--- config.mk ---
export PLATFORM = sky130hd
export DESIGN_NAME = resize_top
export DESIGN_NICKNAME = d
export VERILOG_FILES = /design/src/resize_pkg.sv /design/src/resize_regs.sv /design/src/resize_coord_map.sv /design/src/pixel_fifo.sv /design/src/resize_top.sv
export VERILOG_INCLUDE_DIRS = /design/src /design/src/src
export SDC_FILE = /design/constraint.sdc
export NUM_CORES = 1
export LEC_CHECK = 0
export ABC_AREA = 1
export BUFFER_PORTS_ARGS = -buffer_cell sky130_fd_sc_hd__buf_4
export CAP_MARGIN = 25
export CORE_MARGIN = 3
export CORE_UTILIZATION = 56
export CTS_CLUSTER_DIAMETER = 40
export CTS_CLUSTER_SIZE = 20
export DETAILED_ROUTE_END_ITERATION = 16
export GPL_TIMING_DRIVEN = 0
export PLACE_DENSITY = 0.76
export SYNTH_ARGS = -nofsm -noshare
export SYNTH_HDL_FRONTEND = slang
export SYNTH_HIERARCHICAL = 1
export SYNTH_SLANG_ARGS = --single-unit
export TNS_END_PERCENT = 50
--- constraint.sdc ---
create_clock -name clk -period 4.9 [get_ports clk]
set_clock_uncertainty 0.2 [all_clocks]
set_input_delay 0.735 -clock clk [delete_from_list [all_inputs] [get_ports clk]]
set_output_delay 0.735 -clock clk [all_outputs]
set_load 0.1 [all_outputs]
--- src/resize_defs.svh ---
`ifndef RESIZE_DEFS_SVH
`define RESIZE_DEFS_SVH

// Datapath widths
`define RESIZE_PIX_W          8     // Bits per pixel
`define RESIZE_COORD_W        16    // Bits per coordinate

// Pixel FIFO sizing
`define RESIZE_FIFO_DEPTH     16    // Items held, output stage included
`define RESIZE_FIFO_LVL_W     5     // Level counts 0 to DEPTH

// APB register map
`define RESIZE_APB_AW         8     // Byte address width
`define RESIZE_REG_CTRL       8'h00 // Bit 0 enable
`define RESIZE_REG_SRC_SIZE   8'h04 // Width low half, height high half
`define RESIZE_REG_STEP       8'h08 // X step low half, y step high half, 8.8 each
`define RESIZE_REG_STATUS     8'h0C // Level 4:0, sticky overflow 8 (W1C)

// Field positions inside the register words
`define RESIZE_CTRL_EN_BIT    0
`define RESIZE_STAT_OVF_BIT   8

// Step of 1.0 in 8.8 format, the value after reset
`define RESIZE_STEP_ONE       16'h0100

`endif

--- src/resize_pkg.sv ---
`default_nettype none

`include "resize_defs.svh"

package resize_pkg;

  // One source or destination pixel
  typedef logic [`RESIZE_PIX_W-1:0] pixel_t;

  // Image coordinate, counted from 0 at the top left
  typedef logic [`RESIZE_COORD_W-1:0] coord_t;

  // Source-to-destination ratio, 8 integer and 8 fraction bits
  typedef logic [15:0] step_t;

  // What the mapper hands to the FIFO, 40 bits packed
  typedef struct packed {
    pixel_t data;                       // Kept pixel value
    coord_t x;                          // Destination column
    coord_t y;                          // Destination row
  } fifo_item_t;

endpackage

`default_nettype wire

--- src/resize_regs.sv ---
`timescale 1ns/1ps
`default_nettype none

`include "resize_defs.svh"

module resize_regs
  import resize_pkg::*;
(
  input  logic                          clk,
  input  logic                          rst_n,
  input  logic                          psel,
  input  logic                          penable,
  input  logic                          pwrite,
  input  logic [`RESIZE_APB_AW-1:0]     paddr,
  input  logic [31:0]                   pwdata,
  output logic [31:0]                   prdata,
  output logic                          pready,
  output logic                          pslverr,
  input  logic [`RESIZE_FIFO_LVL_W-1:0] fifo_level,
  input  logic                          fifo_ovf,
  output logic                          enable,
  output coord_t                        src_w,
  output coord_t                        src_h,
  output step_t                         x_step,
  output step_t                         y_step,
  output logic                          ovf_clear
);

  logic        access;                  // APB access phase
  logic        wr_en;                   // Write in access phase
  logic        hit_ctrl;
  logic        hit_size;
  logic        hit_step;
  logic        hit_status;
  logic        mapped;                  // Offset decodes to a register
  logic [31:0] status_word;

  assign access     = psel & penable;
  assign wr_en      = access & pwrite;

  assign hit_ctrl   = (paddr == `RESIZE_REG_CTRL);
  assign hit_size   = (paddr == `RESIZE_REG_SRC_SIZE);
  assign hit_step   = (paddr == `RESIZE_REG_STEP);
  assign hit_status = (paddr == `RESIZE_REG_STATUS);
  assign mapped     = hit_ctrl | hit_size | hit_step | hit_status;

  assign pready     = 1'b1;             // No wait states
  assign pslverr    = access & ~mapped; // Unmapped offset, read or write

  // Write 1 to the overflow bit clears the flag held in the FIFO
  assign ovf_clear  = wr_en & hit_status & pwdata[`RESIZE_STAT_OVF_BIT];

  // Live level and sticky flag, rest reads zero
  assign status_word = {23'd0, fifo_ovf,
                        {(8 - `RESIZE_FIFO_LVL_W){1'b0}}, fifo_level};

  // Configuration, updated on the access edge
  always_ff @(posedge clk)
  begin
    if (!rst_n)
    begin
      enable <= 1'b0;                   // Mapper idle after reset
      src_w  <= '0;
      src_h  <= '0;
      x_step <= `RESIZE_STEP_ONE;       // 1:1 until software writes a ratio
      y_step <= `RESIZE_STEP_ONE;
    end
    else if (wr_en)
    begin
      if (hit_ctrl)
        enable <= pwdata[`RESIZE_CTRL_EN_BIT];
      if (hit_size)
      begin
        src_w <= pwdata[15:0];          // Width in low half
        src_h <= pwdata[31:16];         // Height in high half
      end
      if (hit_step)
      begin
        x_step <= pwdata[15:0];
        y_step <= pwdata[31:16];
      end
    end
  end

  // Read mux, combinational in the access phase
  always_comb
  begin
    prdata = '0;
    if (psel && !pwrite)
    begin
      case (paddr)
        `RESIZE_REG_CTRL:     prdata = {31'd0, enable};
        `RESIZE_REG_SRC_SIZE: prdata = {src_h, src_w};
        `RESIZE_REG_STEP:     prdata = {y_step, x_step};
        `RESIZE_REG_STATUS:   prdata = status_word;
        default:              prdata = '0;           // pslverr flags it
      endcase
    end
  end

endmodule

`default_nettype wire

--- src/resize_coord_map.sv ---
`timescale 1ns/1ps
`default_nettype none

module resize_coord_map
  import resize_pkg::*;
(
  input  logic   clk,
  input  logic   rst_n,
  input  logic   enable,
  input  coord_t src_w,
  input  coord_t src_h,
  input  step_t  x_step,
  input  step_t  y_step,
  input  logic   pix_valid,
  input  pixel_t pix_data,
  input  coord_t pix_x,
  input  coord_t pix_y,
  output logic   keep_valid,
  output pixel_t keep_data,
  output coord_t keep_x,
  output coord_t keep_y,
  output logic   frame_done
);

  localparam int FRAC_W = 8;                        // Fraction bits of the step
  localparam int ACC_W  = $bits(coord_t) + FRAC_W;  // Integer part matches a coordinate

  typedef logic [ACC_W-1:0] acc_t;

  // State carried across pixels
  acc_t   x_acc;                        // Next kept source column, 8.8
  acc_t   y_acc;                        // Next kept source row, 8.8
  coord_t dst_x;                        // Destination x of next kept pixel
  coord_t dst_y;                        // Destination y of next kept row
  coord_t row_y;                        // Destination y of the current row
  logic   row_kept;                     // Current row is a kept row

  // Values seen by the pixel in this cycle
  logic   row_start;                    // x 0, row decisions made here
  logic   frame_start;                  // x 0 and y 0
  acc_t   x_acc_cur;
  acc_t   y_acc_cur;
  coord_t dst_x_cur;
  coord_t dst_y_cur;
  coord_t row_y_cur;
  logic   row_keep_cur;
  acc_t   x_step_ext;
  acc_t   y_step_ext;
  logic   col_hit;                      // Column matches accumulator
  logic   hit;                          // Pixel selected by the decimation grid
  logic   keep;                         // Selected and block enabled
  coord_t last_x;
  coord_t last_y;
  logic   last_pix;

  assign row_start   = (pix_x == '0);
  assign frame_start = row_start && (pix_y == '0);
  assign x_step_ext  = acc_t'(x_step);  // Zero extend to accumulator width
  assign y_step_ext  = acc_t'(y_step);

  // Clear points of the rule applied before the compare
  always_comb
  begin
    x_acc_cur = row_start ? '0 : x_acc;
    dst_x_cur = row_start ? '0 : dst_x;
    y_acc_cur = frame_start ? '0 : y_acc;
    dst_y_cur = frame_start ? '0 : dst_y;
    if (row_start)
    begin
      row_keep_cur = (pix_y == y_acc_cur[ACC_W-1:FRAC_W]);  // Row decided at x 0
      row_y_cur    = dst_y_cur;
    end
    else
    begin
      row_keep_cur = row_kept;          // Hold decision for the rest of the row
      row_y_cur    = row_y;
    end
  end

  assign col_hit = (pix_x == x_acc_cur[ACC_W-1:FRAC_W]);
  assign hit     = pix_valid & row_keep_cur & col_hit;
  assign keep    = hit & enable;        // Disabled block keeps nothing

  // Last source pixel of the frame
  assign last_x   = src_w - coord_t'(1);
  assign last_y   = src_h - coord_t'(1);
  assign last_pix = pix_valid && (pix_x == last_x) && (pix_y == last_y);

  // Accumulators and destination counters
  always_ff @(posedge clk)
  begin
    if (!rst_n)
    begin
      x_acc    <= '0;
      y_acc    <= '0;
      dst_x    <= '0;
      dst_y    <= '0;
      row_y    <= '0;
      row_kept <= 1'b0;
    end
    else if (pix_valid)
    begin
      if (row_start)
      begin
        row_kept <= row_keep_cur;
        row_y    <= row_y_cur;
        if (row_keep_cur)
        begin
          y_acc <= y_acc_cur + y_step_ext;  // Advance to next kept row
          dst_y <= dst_y_cur + coord_t'(1);
        end
        else
        begin
          y_acc <= y_acc_cur;           // Commits a frame-start clear
          dst_y <= dst_y_cur;
        end
      end
      if (hit)
      begin
        x_acc <= x_acc_cur + x_step_ext;
        dst_x <= dst_x_cur + coord_t'(1);
      end
      else
      begin
        x_acc <= x_acc_cur;             // Commits a row-start clear
        dst_x <= dst_x_cur;
      end
    end
  end

  // Output strobes, one cycle after the input
  always_ff @(posedge clk)
  begin
    if (!rst_n)
    begin
      keep_valid <= 1'b0;
      frame_done <= 1'b0;
    end
    else
    begin
      keep_valid <= keep;
      frame_done <= last_pix;           // Single pulse per frame
    end
  end

  // Kept pixel and its destination coordinate
  always_ff @(posedge clk)
  begin
    if (keep)
    begin
      keep_data <= pix_data;
      keep_x    <= dst_x_cur;
      keep_y    <= row_y_cur;
    end
  end

endmodule

`default_nettype wire

--- src/pixel_fifo.sv ---
`timescale 1ns/1ps
`default_nettype none

`include "resize_defs.svh"

module pixel_fifo
  import resize_pkg::*;
#(
  parameter int DEPTH = `RESIZE_FIFO_DEPTH  // Power of two
)
(
  input  logic                          clk,
  input  logic                          rst_n,
  input  logic                          wr_valid,
  input  fifo_item_t                    wr_item,
  input  logic                          rd_ready,
  input  logic                          ovf_clear,
  output logic                          rd_valid,
  output fifo_item_t                    rd_item,
  output logic [`RESIZE_FIFO_LVL_W-1:0] level,
  output logic                          ovf
);

  localparam int AW    = $clog2(DEPTH);
  localparam int LVL_W = `RESIZE_FIFO_LVL_W;

  typedef logic [LVL_W-1:0] lvl_t;

  fifo_item_t mem [DEPTH];              // Ring buffer behind the output stage
  logic [AW-1:0] wr_ptr;
  logic [AW-1:0] rd_ptr;
  lvl_t          mem_cnt;               // Items in the ring only

  logic full;
  logic pop;                            // Sink takes the output item
  logic out_free;                       // Output stage can load this edge
  logic mem_empty;
  logic wr_ok;                          // Write accepted
  logic bypass;                         // Write goes straight to output stage
  logic mem_wr;
  logic mem_rd;

  // Level counts the output stage too
  assign level     = mem_cnt + lvl_t'(rd_valid);
  assign full      = (level == lvl_t'(DEPTH));

  assign pop       = rd_valid & rd_ready;
  assign out_free  = ~rd_valid | pop;
  assign mem_empty = (mem_cnt == '0);
  assign wr_ok     = wr_valid & ~full;  // Full FIFO drops the item
  assign bypass    = wr_ok & out_free & mem_empty;
  assign mem_wr    = wr_ok & ~bypass;
  assign mem_rd    = out_free & ~mem_empty;

  // Pointers, count, output valid and sticky overflow
  always_ff @(posedge clk)
  begin
    if (!rst_n)
    begin
      wr_ptr   <= '0;
      rd_ptr   <= '0;
      mem_cnt  <= '0;
      rd_valid <= 1'b0;
      ovf      <= 1'b0;
    end
    else
    begin
      if (mem_wr)
        wr_ptr <= wr_ptr + 1'b1;        // Wraps at DEPTH
      if (mem_rd)
        rd_ptr <= rd_ptr + 1'b1;
      if (mem_wr && !mem_rd)
        mem_cnt <= mem_cnt + lvl_t'(1);
      else if (mem_rd && !mem_wr)
        mem_cnt <= mem_cnt - lvl_t'(1);
      if (out_free)
        rd_valid <= mem_rd | bypass;    // Held while the sink stalls
      if (wr_valid && full)
        ovf <= 1'b1;                    // Set wins over a clear in the same cycle
      else if (ovf_clear)
        ovf <= 1'b0;
    end
  end

  // Storage and output stage payload
  always_ff @(posedge clk)
  begin
    if (mem_wr)
      mem[wr_ptr] <= wr_item;
    if (mem_rd)
      rd_item <= mem[rd_ptr];           // Oldest item first
    else if (bypass)
      rd_item <= wr_item;               // Empty FIFO, one cycle latency
  end

endmodule

`default_nettype wire

--- src/resize_top.sv ---
`timescale 1ns/1ps
`default_nettype none

`include "resize_defs.svh"

module resize_top
  import resize_pkg::*;
(
  input  logic                      clk,
  input  logic                      rst_n,
  // APB slave
  input  logic                      psel,
  input  logic                      penable,
  input  logic                      pwrite,
  input  logic [`RESIZE_APB_AW-1:0] paddr,
  input  logic [31:0]               pwdata,
  output logic [31:0]               prdata,
  output logic                      pready,
  output logic                      pslverr,
  // Pixel input, cannot stall
  input  logic                      pix_valid,
  input  pixel_t                    pix_data,
  input  coord_t                    pix_x,
  input  coord_t                    pix_y,
  // Pixel output, ready/valid
  output logic                      out_valid,
  input  logic                      out_ready,
  output pixel_t                    out_data,
  output coord_t                    out_x,
  output coord_t                    out_y,
  output logic                      frame_done
);

  logic   enable;
  coord_t src_w;
  coord_t src_h;
  step_t  x_step;
  step_t  y_step;
  logic   ovf_clear;                    // Write-1 pulse from status register
  logic   fifo_ovf;
  logic [`RESIZE_FIFO_LVL_W-1:0] fifo_level;

  logic       keep_valid;
  pixel_t     keep_data;
  coord_t     keep_x;
  coord_t     keep_y;
  fifo_item_t keep_item;                // Mapper output packed for the FIFO
  fifo_item_t out_item;

  resize_regs u_regs (
    .clk        (clk),
    .rst_n      (rst_n),
    .psel       (psel),
    .penable    (penable),
    .pwrite     (pwrite),
    .paddr      (paddr),
    .pwdata     (pwdata),
    .prdata     (prdata),
    .pready     (pready),
    .pslverr    (pslverr),
    .fifo_level (fifo_level),
    .fifo_ovf   (fifo_ovf),
    .enable     (enable),
    .src_w      (src_w),
    .src_h      (src_h),
    .x_step     (x_step),
    .y_step     (y_step),
    .ovf_clear  (ovf_clear)
  );

  resize_coord_map u_map (
    .clk        (clk),
    .rst_n      (rst_n),
    .enable     (enable),
    .src_w      (src_w),
    .src_h      (src_h),
    .x_step     (x_step),
    .y_step     (y_step),
    .pix_valid  (pix_valid),
    .pix_data   (pix_data),
    .pix_x      (pix_x),
    .pix_y      (pix_y),
    .keep_valid (keep_valid),
    .keep_data  (keep_data),
    .keep_x     (keep_x),
    .keep_y     (keep_y),
    .frame_done (frame_done)
  );

  assign keep_item = '{data: keep_data, x: keep_x, y: keep_y};

  pixel_fifo #(
    .DEPTH (`RESIZE_FIFO_DEPTH)
  ) u_fifo (
    .clk       (clk),
    .rst_n     (rst_n),
    .wr_valid  (keep_valid),
    .wr_item   (keep_item),
    .rd_ready  (out_ready),
    .ovf_clear (ovf_clear),
    .rd_valid  (out_valid),
    .rd_item   (out_item),
    .level     (fifo_level),
    .ovf       (fifo_ovf)
  );

  // Unpack the output stage onto the sink ports
  assign out_data = out_item.data;
  assign out_x    = out_item.x;
  assign out_y    = out_item.y;

endmodule

`default_nettype wire

; Yosys cells after proc, flatten, opt, wreduce, memory -nomap -nowiden
; Memory sizes are Yosys's and may differ from the RTL's. A register that Yosys moved wholly into a read port is not among the register bits.
; Cells that the tools add are included.
[word_totals]
wordCells = 111
ff_bits = 259
n_memories = 1
mem_bits_rw = 640
[memory_table]
columns = memory, words, word_bits, rd, rd_clocked_by_memory_dff, wr, line
row1 = u_fifo.mem, 16, 40, 1, 1, 1, pixel_fifo.sv:29  ; fifo_item_t mem [DEPTH];
[classes]
eq_ne = 8
reduce_logical = 21
muxes = 22
n_bitwise = 24
n_addsub = 11
[ops]
columns = operator, count
row1 = 32-bit one-hot mux with 4 select lines, 1
row2 = 24-bit two-way mux, 4
row3 = 16-bit two-way mux, 5
row4 = 40-bit two-way mux, 2
row5 = 16-bit equality test, 4
row6 = 24-bit by 16-bit adder with 24-bit output, 2
row7 = 16-bit by 1-bit adder with 16-bit output (second input constant), 2
row8 = 16-bit logical NOT, 2
row9 = 32-bit two-way mux, 1
row10 = 16-bit by 1-bit subtractor with 16-bit output (second input constant), 2
row11 = 8-bit by 4-bit equality test with 1-bit output (second input constant), 2
row12 = 1-bit AND, 14
row13 = 5-bit two-way mux, 2
row14 = 4-bit by 1-bit adder with 4-bit output (second input constant), 2
row15 = 8-bit by 3-bit equality test with 1-bit output (second input constant), 1
row16 = 8-bit logical NOT, 1
row17 = 4-bit two-way mux, 2
row18 = 2-bit AND reduction, 4
row19 = 1-bit logical AND, 7
row20 = 2-bit nonzero test, 3
row21 = 5-bit by 1-bit adder with 5-bit output, 1
row22 = 5-bit by 1-bit adder with 5-bit output (second input constant), 1
row23 = 5-bit equality test (second input constant), 1
row24 = 5-bit logical NOT, 1
row25 = 5 further kinds, 19

; Logic depth before layout (Yosys ltp)
; Gate-level depths: netlist of the first run.
[logic_depth]
ltp_word = 12
ltp_mapped = 23
ltp_nobuf = 21

; Hierarchy
; The synthesis of the first run kept the hierarchy.
[by_module_without_submodules]
columns = module, instances, cells_each, seq_area_each_um2, area_each_um2
row1 = pixel_fifo, 1, 2351, 20799.9, 28368.5
row2 = resize_coord_map, 1, 1497, 3183.1, 9788.1
row3 = resize_regs, 1, 565, 1301.2, 3449.6

; Least setup slack after synthesis of the first run
; OpenSTA, ideal clock, no wires.
[synth_path]
kind = flip-flop to flip-flop
startpoint = reg u_fifo.rd_valid
endpoint = reg u_fifo/rd_item[0] (netlist name) (enable)
path_stages_with_launch = 9
synth_period_minus_slack_ps = 5417
arrival_ps = 4724
setup_ps = 493
path_slack_ps = -517
cell_sequence = dfxtp_1 > ha_1 > ha_1 > nand3_1 > nand2_1 > nand2_1 > nand3_2 > nand2_1 > o21ai_0
[synth_between]
elab_chain_len = 7
elab_cells_between_ends = 11
classes_between = 1 x add/sub / 1 x eq/ne / 8 x bitwise / 1 x reduce/logical
[synth_rtl]
columns = item, line
row1 = start: declaration, pixel_fifo.sv:18  ; output logic rd_valid,
row2 = start signal: assignment, pixel_fifo.sv:77  ; rd_valid <= mem_rd | bypass;
row3 = 5-bit by 1-bit adder with 5-bit output, pixel_fifo.sv:44  ; assign level = mem_cnt + lvl_t'(rd_valid);
row4 = via fifo_level[4], resize_top.sv:41  ; logic [`RESIZE_FIFO_LVL_W-1:0] fifo_level;
row5 = 5-bit equality test, pixel_fifo.sv:45  ; assign full = (level == lvl_t'(DEPTH));
row6 = 1-bit inverter, pixel_fifo.sv:50  ; assign wr_ok = wr_valid & ~full;
row7 = 1-bit AND, pixel_fifo.sv:50
row8 = 1-bit AND (2 in series), pixel_fifo.sv:51  ; assign bypass = wr_ok & out_free & mem_empty;
row9 = 2-bit nonzero test (no source line), n/a
row10 = end signal: assignment, pixel_fifo.sv:91  ; rd_item <= mem[rd_ptr];
row11 = end signal: assignment, pixel_fifo.sv:93  ; rd_item <= wr_item;
row12 = end: declaration, pixel_fifo.sv:19  ; output fifo_item_t rd_item,
; The timed path passes the listed nets, and every way through them passes these cells.
; A chain may end at the register's enable or synchronous reset.

; Worst setup path in the final report of the first run
[layout_path]
startpoint = in pix_x[4]
endpoint = reg u_map.y_acc[20]
[layout_between]
elab_chain_len = 6
elab_cells_between_ends = 8
classes_between = 1 x add/sub / 1 x eq/ne / 3 x mux / 3 x reduce/logical
[layout_rtl]
columns = item, line
row1 = start: declaration, resize_top.sv:23  ; input coord_t pix_x,
row2 = 16-bit logical NOT (*), resize_coord_map.sv:56  ; assign row_start = (pix_x == '0);
row3 = "parallel branches: the longest is 5 deep, another holds 24-bit by 16-bit adder with 24-bit output", n/a
row4 = end signal: assignment, resize_coord_map.sv:109  ; y_acc <= y_acc_cur + y_step_ext;
row5 = end signal: assignment, resize_coord_map.sv:114  ; y_acc <= y_acc_cur;
row6 = end: declaration, resize_coord_map.sv:32  ; acc_t y_acc;
; Mark *: on every way between the ends.

==> results of run 1 <==
==> per-layer routing <==
| layer | global-route usage | routed length, um | up-vias | part of all wire |
|---|---|---|---|---|
| li1 | - | - | 15400 | - |
| met1 | 0.380 | 43700 | 15000 | 0.38 |
| met2 | 0.492 | 54800 | 1710 | 0.48 |
| met3 | 0.0461 | 11100 | 291 | 0.097 |
| met4 | 0.130 | 4930 | 2 | 0.043 |
| met5 | 0 | 13 | - | 0.00011 |
==> cell usage after synthesis, drive strengths merged, types with 2 or more instances <==
cell	n
a21o	2
a21oi	198
a221oi	3
a22oi	2
a31oi	9
buf	153
clkbuf	67
clkinv	2
dfxtp	183
edfxtp	720
fa	3
ha	48
inv	279
nand2	1383
nand3	600
nand3b	9
nand4	23
nor2	454
nor3	27
nor4	6
o211ai	2
o21a	2
o21ai	126
o22ai	6
o31ai	2
or2	6
xnor2	31
xor2	59
==> state kept, by name, indices dropped and copies added, names as in the netlist, 24 cells and up, named ones only <==
| register | flops |
|---|---|
| u_fifo/rd_item | 40 |
| u_map/y_acc | 24 |
| u_map/x_acc | 24 |
| u_fifo/mem | 640 |
==> metrics by stage <==
stage	setup TNS, ns	std cells
floorplan	0	4413
finish	0	5749
global route	0	5749
detailed placement	-3.13	5549
global placement	-483.35	5531
CTS	0	5750
==> kinds of logic (layout without fill, tap and decap cells) <==
kind of cell | Yosys count | count (layout) | share of synthesized area
AO/OA/AOI/OAI | 358 | 358 | 0.0454
XOR/XNOR | 90 | 90 | 0.0189
adder cells (fa/ha/maj) | 51 | 51 | 0.0159
buffers and inverters | 501 | 878 | 0.0574
flip-flops | 903 | 903 | 0.608
other | 1 | 1 | 0.0000901
AND/OR/NAND/NOR | 2509 | 2509 | 0.255
==> power groups by stage <==
stage | logic, mW | registers [mW] | clock network [mW]
floorplan | 3.53 | 10.1 | 0
global placement | 6.57 | 8.82 | 0
detailed placement | 6.73 | 8.81 | 0
CTS | 6.79 | 8.65 | 8.03
global route | 7.37 | 8.66 | 8.39
finish | 6.84 | 8.64 | 7.96
==> layout make-up <==
cell class	instances	area, um^2	share of cell area
Tap cell	959	1200	0.0249
Buffer	219	1320	0.0274
Multi-Input combinational cell	3009	14100	0.292
Sequential cell	903	25300	0.525
Clock buffer	120	2810	0.0584
Clock inverter	81	830	0.0172
Timing Repair Buffer	177	1560	0.0324
Inverter	281	1070	0.0222
==> worst paths after layout <==
| kind | start | endpoint | slack (ns) | depth (start not counted) |
|---|---|---|---|---|
| worst min-delay path | pix_data[6] | u_map/keep_data[6]$_DFFE_PP_ | 0.05 | 1 |
| worst max register to register | u_map/y_acc[0]$_SDFFE_PN0P_ | u_map/y_acc[20]$_SDFFE_PN0P_ | 1.26 | 15 |
| worst max-delay path | pix_x[4] | u_map/y_acc[20]$_SDFFE_PN0P_ | 0.41 | 21 |
| worst min register to register | u_map/x_acc[8]$_SDFFE_PN0P_ | u_map/x_acc[8]$_SDFFE_PN0P_ | 0.27 | 2 |
==> flow_metrics.tcl, run 1 <==
set metrics [dict create \
    outcome "finished clean" \
    worstMarginPinSlew_ns 0.899 \
    switching_power_mw 8.45 \
    worst-setup-path-type "input pin to flip-flop" \
    fillers 5658 \
    intPower_mw 15.0 \
    number_of_synthesized_flops_with_an_enable_pin 720 \
    place.port_buffers 159 \
    setup_viol 0 \
    power_mw 23.4 \
    cell_area_after_technology_mapping_mm2 0.0416 \
    netSwitchingFraction 0.360 \
    synth.yosys.warnings 6 \
    post_drt_via_cell_ratio 5.64 \
    layout_setup_ws_ns 0.407 \
    timing.hold.ws_ns 0.0486 \
    grt_antenna_before_repair 1 \
    drive_gt1_frac 0.127 \
    grt_start_max_net_pins 30 \
    clockPowerShare 0.339 \
    report.final.slew_viol_count 0 \
    synth_seq_area_share 0.608 \
    remaining_drc_errors 0 \
    routed_wire_length_per_instance_um 19.9 \
    finalWeightedCongestion 0.960 \
    cts.sinks 903 \
    cts_setup_buffers 0 \
    postSynthAreaPerCell_um2 9.43 \
    synthDominantAreaCellType "sky130_fd_sc_hd__edfxtp_1" \
    grt_setup_unrepaired "false" \
    maxCapViolCount 0 \
    startpoint_type "input pin" \
    total_routing_resource_utilization_after_global_routing 0.293 \
    dp_slack_ns -0.524 \
    clock_tree.root_cell "sky130_fd_sc_hd__clkbuf_16" \
    leakage_nw 18.9 \
    path_clk_slew_ns 0.06 \
    worst_ep_required_time_ns 5.26 \
    final_nets 4836 \
    layout_worst_path_cycle_share 0.917 \
    grt_overflow 0 \
    fmax_mhz 223 \
    detailedPlacementHpwl_um 79200 \
    hold_viol 0 \
    cp_data_arrival_time_ns 4.85 \
    timing.critical_path.cells "buf_4 -> nor2_1 -> nand2_1 -> nor2_2 -> nand2_4 -> nor2_8 -> buf_6 -> clkbuf_1 -> nor2_1 -> ha_1 -> nand2_1 -> o21ai_0 -> nand2_1 -> o21ai_0 -> a31oi_1 -> o21ai_0 -> a21oi_1 -> nor2_1 -> nand2_1 -> nor3_1 -> nor2_1" \
    core_area_mm2 0.0733 \
    fin_crit_ns 4.49 \
    row_count 99 \
    die_x_um 279 \
    synthesis.instances 4413 \
    post-route-util 0.657 \
    power.ir.vdd_worst_v 0.000356 \
    post_synthesis_sequential_element_count 903 \
    dr.first_iter.drc_count 3363 \
    synth.distinct_cells 56 \
    cts_max_level 3 \
    total_number_of_vias 32400 \
    ys.flop_type "sky130_fd_sc_hd__edfxtp_1" \
    commonest_non_fill_non_tap_cell_in_the_layout "sky130_fd_sc_hd__nand2_1" \
    clock_latency_ns 0.67 \
    synth_top_cell_area_share 0.520 \
    critPathBufInv 3 \
    crit_path_end_kind "flip-flop" \
    classification_of_the_worst_slack_hold_path "input pin to flip-flop" \
    synthesis.nets 4551 \
    detail_route.first_pass.iterations 6 \
    max_slew_margin 0.401 \
    place_area_mm2 0.0445 \
    cts.repair.resized 0 \
    fp.dieArea_mm2 0.0776 \
    postSynth.asyncResetShare 0 \
    first_pass_grt_wire_length_um 175000 \
    timing.critical_path.max_delay_family "simple AND/OR/NAND/NOR gates" \
    routed_wirelength_um 115000 \
    start_util 0.567 \
    antenna_cells_inserted 0 \
    number_of_global_route_vias_before_repair 30800 \
    cts-buffers-inserted 107 \
    top_area_cells_in_the_synthesized_netlist "sky130_fd_sc_hd__edfxtp_1 52%, sky130_fd_sc_hd__nand2_1 12%, sky130_fd_sc_hd__dfxtp_1 8.8%" \
    comb_power_share 0.292 \
    finalInstanceArea_mm2 0.0481 \
    seq_power_share 0.369 \
    cts-hold-fix-buffers 0 \
    ioPinCount 163 \
    crit_fanout 10 \
    pwr_density_cell_mw_per_mm2 487 \
    area.growth.synth_to_final_pct 15.7 \
    maximum_clock_path_buffer_count 3 \
    timing.critical_path.slowest_stage_cell "sky130_fd_sc_hd__clkbuf_1" \
    max_stage_delay_ns 0.44 \
    die-height_um 279 \
    postRouteAntennaNets 0 \
    most_used_cells_in_the_layout_excluding_fill_and_tap_cells "1365 x sky130_fd_sc_hd__nand2_1, 720 x sky130_fd_sc_hd__edfxtp_1, 596 x sky130_fd_sc_hd__nand3_1, 409 x sky130_fd_sc_hd__nor2_1, 258 x sky130_fd_sc_hd__inv_1" \
    cts_tree "yes" \
]
No activity file was read; power rests on OpenSTA's default activity.
==> run 2: changes to the inputs <==
--- a/config.mk
+++ b/config.mk
@@ -6,7 +6,6 @@
 export SDC_FILE = /design/constraint.sdc
 export NUM_CORES = 1
 export LEC_CHECK = 0
-export ABC_AREA = 1
 export BUFFER_PORTS_ARGS = -buffer_cell sky130_fd_sc_hd__buf_4
 export CAP_MARGIN = 25
 export CORE_MARGIN = 3
==> flow_metrics.tcl, run 2 <==
set metrics [dict create \
    core_area_mm2 0.0688 \
    dp_cells 3724 \
    post_drt_via_cell_ratio 6.26 \
    worst-setup-path-type "input pin to flip-flop" \
    global_route.usage.met3 0.0447 \
    total_number_of_vias 24600 \
    synth_top_cell_area_share 0.553 \
    row_count 96 \
    final_nets 3045 \
    synth.cells.most_frequent "720 x sky130_fd_sc_hd__edfxtp_1, 273 x sky130_fd_sc_hd__nand2_1, 183 x sky130_fd_sc_hd__dfxtp_1" \
    setup_viol 0 \
    synth.distinct_cells 89 \
    hold_viol 0 \
    finalWeightedCongestion 0.907 \
    grt_antenna_before_repair 1 \
    cts.sinks 903 \
    report.final.slew_viol_count 0 \
    layout_worst_path_cycle_share 0.971 \
    cts_max_level 3 \
    ioPinCount 163 \
    dp_slack_ns -0.910 \
    finalInstanceArea_mm2 0.0458 \
    postSynth.asyncResetShare 0 \
    largest_register_ffs 640 \
    path_clk_slew_ns 0.06 \
    leakage_nw 16.8 \
    instances_no_fill 3935 \
    max_stage_delay_ns 0.64 \
    outcome "finished clean" \
    post-route-util 0.665 \
    timing.critical_path.slowest_stage_cell "sky130_fd_sc_hd__or4_4" \
    grt_start_max_net_pins 41 \
    cell_area_after_technology_mapping_mm2 0.0391 \
    grt.busiest_layer "met2" \
    cts-buffers-inserted 109 \
    use_met1 0.358 \
    synth_seq_area_share 0.647 \
    area.growth.synth_to_final_pct 17.1 \
    routed_wire_length_per_instance_um 25.6 \
    detail_route.first_pass.iterations 5 \
    layout_setup_ws_ns 0.144 \
    post_synthesis_sequential_element_count 903 \
    classification_of_the_worst_slack_hold_path "input pin to flip-flop" \
    timing.critical_path.max_delay_family "simple AND/OR/NAND/NOR gates" \
    ys.flop_type "sky130_fd_sc_hd__edfxtp_1" \
    synthesis.instances 2620 \
    reg2reg_from "u_fifo/mem_cnt[0]$_SDFFE_PN0P_" \
    timing.critical_path.cells "buf_4 -> or4_1 -> or4_4 -> buf_6 -> clkbuf_1 -> clkbuf_2 -> and2_1 -> ha_1 -> o21ai_0 -> o21bai_1 -> a2111oi_4 -> nor2_1 -> a21o_1 -> a211oi_1 -> o22ai_1" \
    place.port_buffers 158 \
    synth.yosys.warnings 6 \
    top_area_cells_in_the_synthesized_netlist "sky130_fd_sc_hd__edfxtp_1 55%, sky130_fd_sc_hd__dfxtp_1 9.4%, sky130_fd_sc_hd__mux4_2 9.3%" \
    drive_gt1_frac 0.236 \
    maxCapViolCount 0 \
    start_util 0.568 \
    number_of_synthesized_flops_with_an_enable_pin 720 \
    crit_path_end_kind "flip-flop" \
    maximum_clock_path_buffer_count 3 \
    grt_overflow 0 \
    crit_fanout 10 \
    worstMarginPinSlew_ns 1.06 \
    total_routing_resource_utilization_after_global_routing 0.275 \
    power.ir.vdd_worst_v 0.000267 \
    commonest_non_fill_non_tap_cell_in_the_layout "sky130_fd_sc_hd__edfxtp_1" \
    place_area_mm2 0.0418 \
    top_regs "u_fifo/mem (640), u_fifo/rd_item (40)" \
    synthesis.nets 2758 \
    cp_data_arrival_time_ns 5.06 \
    routed_wirelength_um 101000 \
    fin_crit_ns 4.76 \
    remaining_drc_errors 0 \
    grt_setup_unrepaired "false" \
    max_slew_margin 0.291 \
    startpoint_type "input pin" \
    die_x_um 270 \
    die-height_um 270 \
    cts_tree "yes" \
    pwr_density_cell_mw_per_mm2 367 \
    critPathBufInv 4 \
    cts_setup_buffers 0 \
    detailedPlacementHpwl_um 65100 \
    fmax_mhz 210 \
    clock_latency_ns 0.68 \
    biggest_register "u_fifo/mem" \
    totalNegativeSetupSlack_ns 0 \
    synthDominantAreaCellType "sky130_fd_sc_hd__edfxtp_1" \
    postSynthAreaPerCell_um2 14.9 \
    postRouteAntennaNets 0 \
    cp-startpoint "pix_x[11]" \
    dr.first_iter.drc_count 2468 \
    fp.dieArea_mm2 0.0730 \
    worst_ep_required_time_ns 5.21 \
    number_of_global_route_vias_before_repair 25300 \
    grt.met2_usage 0.477 \
    power_mw 16.8 \
    post-synth-top-count-cell "sky130_fd_sc_hd__edfxtp_1" \
    timing.hold.ws_ns 0.0475 \
    first_pass_grt_wire_length_um 153000 \
    fillers 4611 \
    clock_tree.root_cell "sky130_fd_sc_hd__clkbuf_16" \
    most_used_cells_in_the_layout_excluding_fill_and_tap_cells "720 x sky130_fd_sc_hd__edfxtp_1, 273 x sky130_fd_sc_hd__nand2_1, 183 x sky130_fd_sc_hd__dfxtp_1, 169 x sky130_fd_sc_hd__buf_4, 161 x sky130_fd_sc_hd__mux4_2" \
    hold_wc_startpoint "pix_data[4]" \
]
## run 2: cell types whose count changed after synthesis, moves of 48 or more
| cell | previous run | this run |
|---|---|---|
| sky130_fd_sc_hd__nand2_1 | 1365 | 273 |
| sky130_fd_sc_hd__nand3_1 | 596 | 81 |
| sky130_fd_sc_hd__nor2_1 | 426 | 72 |
| sky130_fd_sc_hd__inv_1 | 258 | 33 |
| sky130_fd_sc_hd__mux4_2 | 0 | 161 |
| sky130_fd_sc_hd__mux2i_1 | 0 | 121 |
| sky130_fd_sc_hd__a21oi_1 | 192 | 88 |
| sky130_fd_sc_hd__o21ai_0 | 122 | 20 |
| sky130_fd_sc_hd__a22oi_1 | 2 | 72 |
| sky130_fd_sc_hd__and2_1 | 0 | 70 |
| sky130_fd_sc_hd__buf_2 | 86 | 37 |
| sky130_fd_sc_hd__mux2_2 | 0 | 48 |
## run 2: repair_timing
action                                  4_1_cts  5_1_grt
pin swaps                                     0        1
resized for setup                             4       21
endpoints found under the setup margin        8       25
hold buffers                                  2        0
hold endpoints to repair                      2        0
## run 2: final cells by class
type / instances / area [um^2] / share of cell area
diodes: 1 / 2.50 / 0.0000547
clock buffers: 119 / 2820 / 0.0616
flip-flops and latches: 903 / 25300 / 0.553
multi-input cells: 1533 / 13000 / 0.285
well taps: 931 / 1160 / 0.0255
inverters: 36 / 136 / 0.00298
clock inverters: 88 / 1060 / 0.0231
plain buffers: 148 / 742 / 0.0162
repair buffers: 176 / 1510 / 0.0330
## run 2: logic make-up (layout without fill, tap and decap cells)
family                     after synthesis  after routing  synth area share
adders and majority gates               51             51            0.0169
muxes                                  330            330             0.138
DFF                                    903            903             0.647
buffers and inverters                  184            567            0.0223
AOI/OAI and AO/OA                      358            358            0.0612
and+or+nand+nor                        678            678            0.0889
other                                    1              2         0.0000960
xor gates and xnor gates               115            115            0.0258
## run 2: worst paths after layout
path	to	slack [ns]	cells past startpoint
min	u_map/keep_data[4]$_DFFE_PP_	0.05	1
max	u_map/x_acc[11]$_SDFFE_PN0P_	0.14	15
min reg2reg	u_map/y_acc[0]$_SDFFE_PN0P_	0.25	2
max reg2reg	u_fifo/mem_cnt[4]$_SDFFE_PN0P_	0.86	13
## run 2: power breakdown
part           internal [mW]  switching [mW]
clock                   4.94            3.45
combinational         0.0873           0.138
sequential              8.16        0.000314
## run 2: layer usage
layer	part of all wire	wire length, um
met1	0.39	39000
met2	0.51	51200
met3	0.076	7700
met4	0.029	2870
met5	0	0
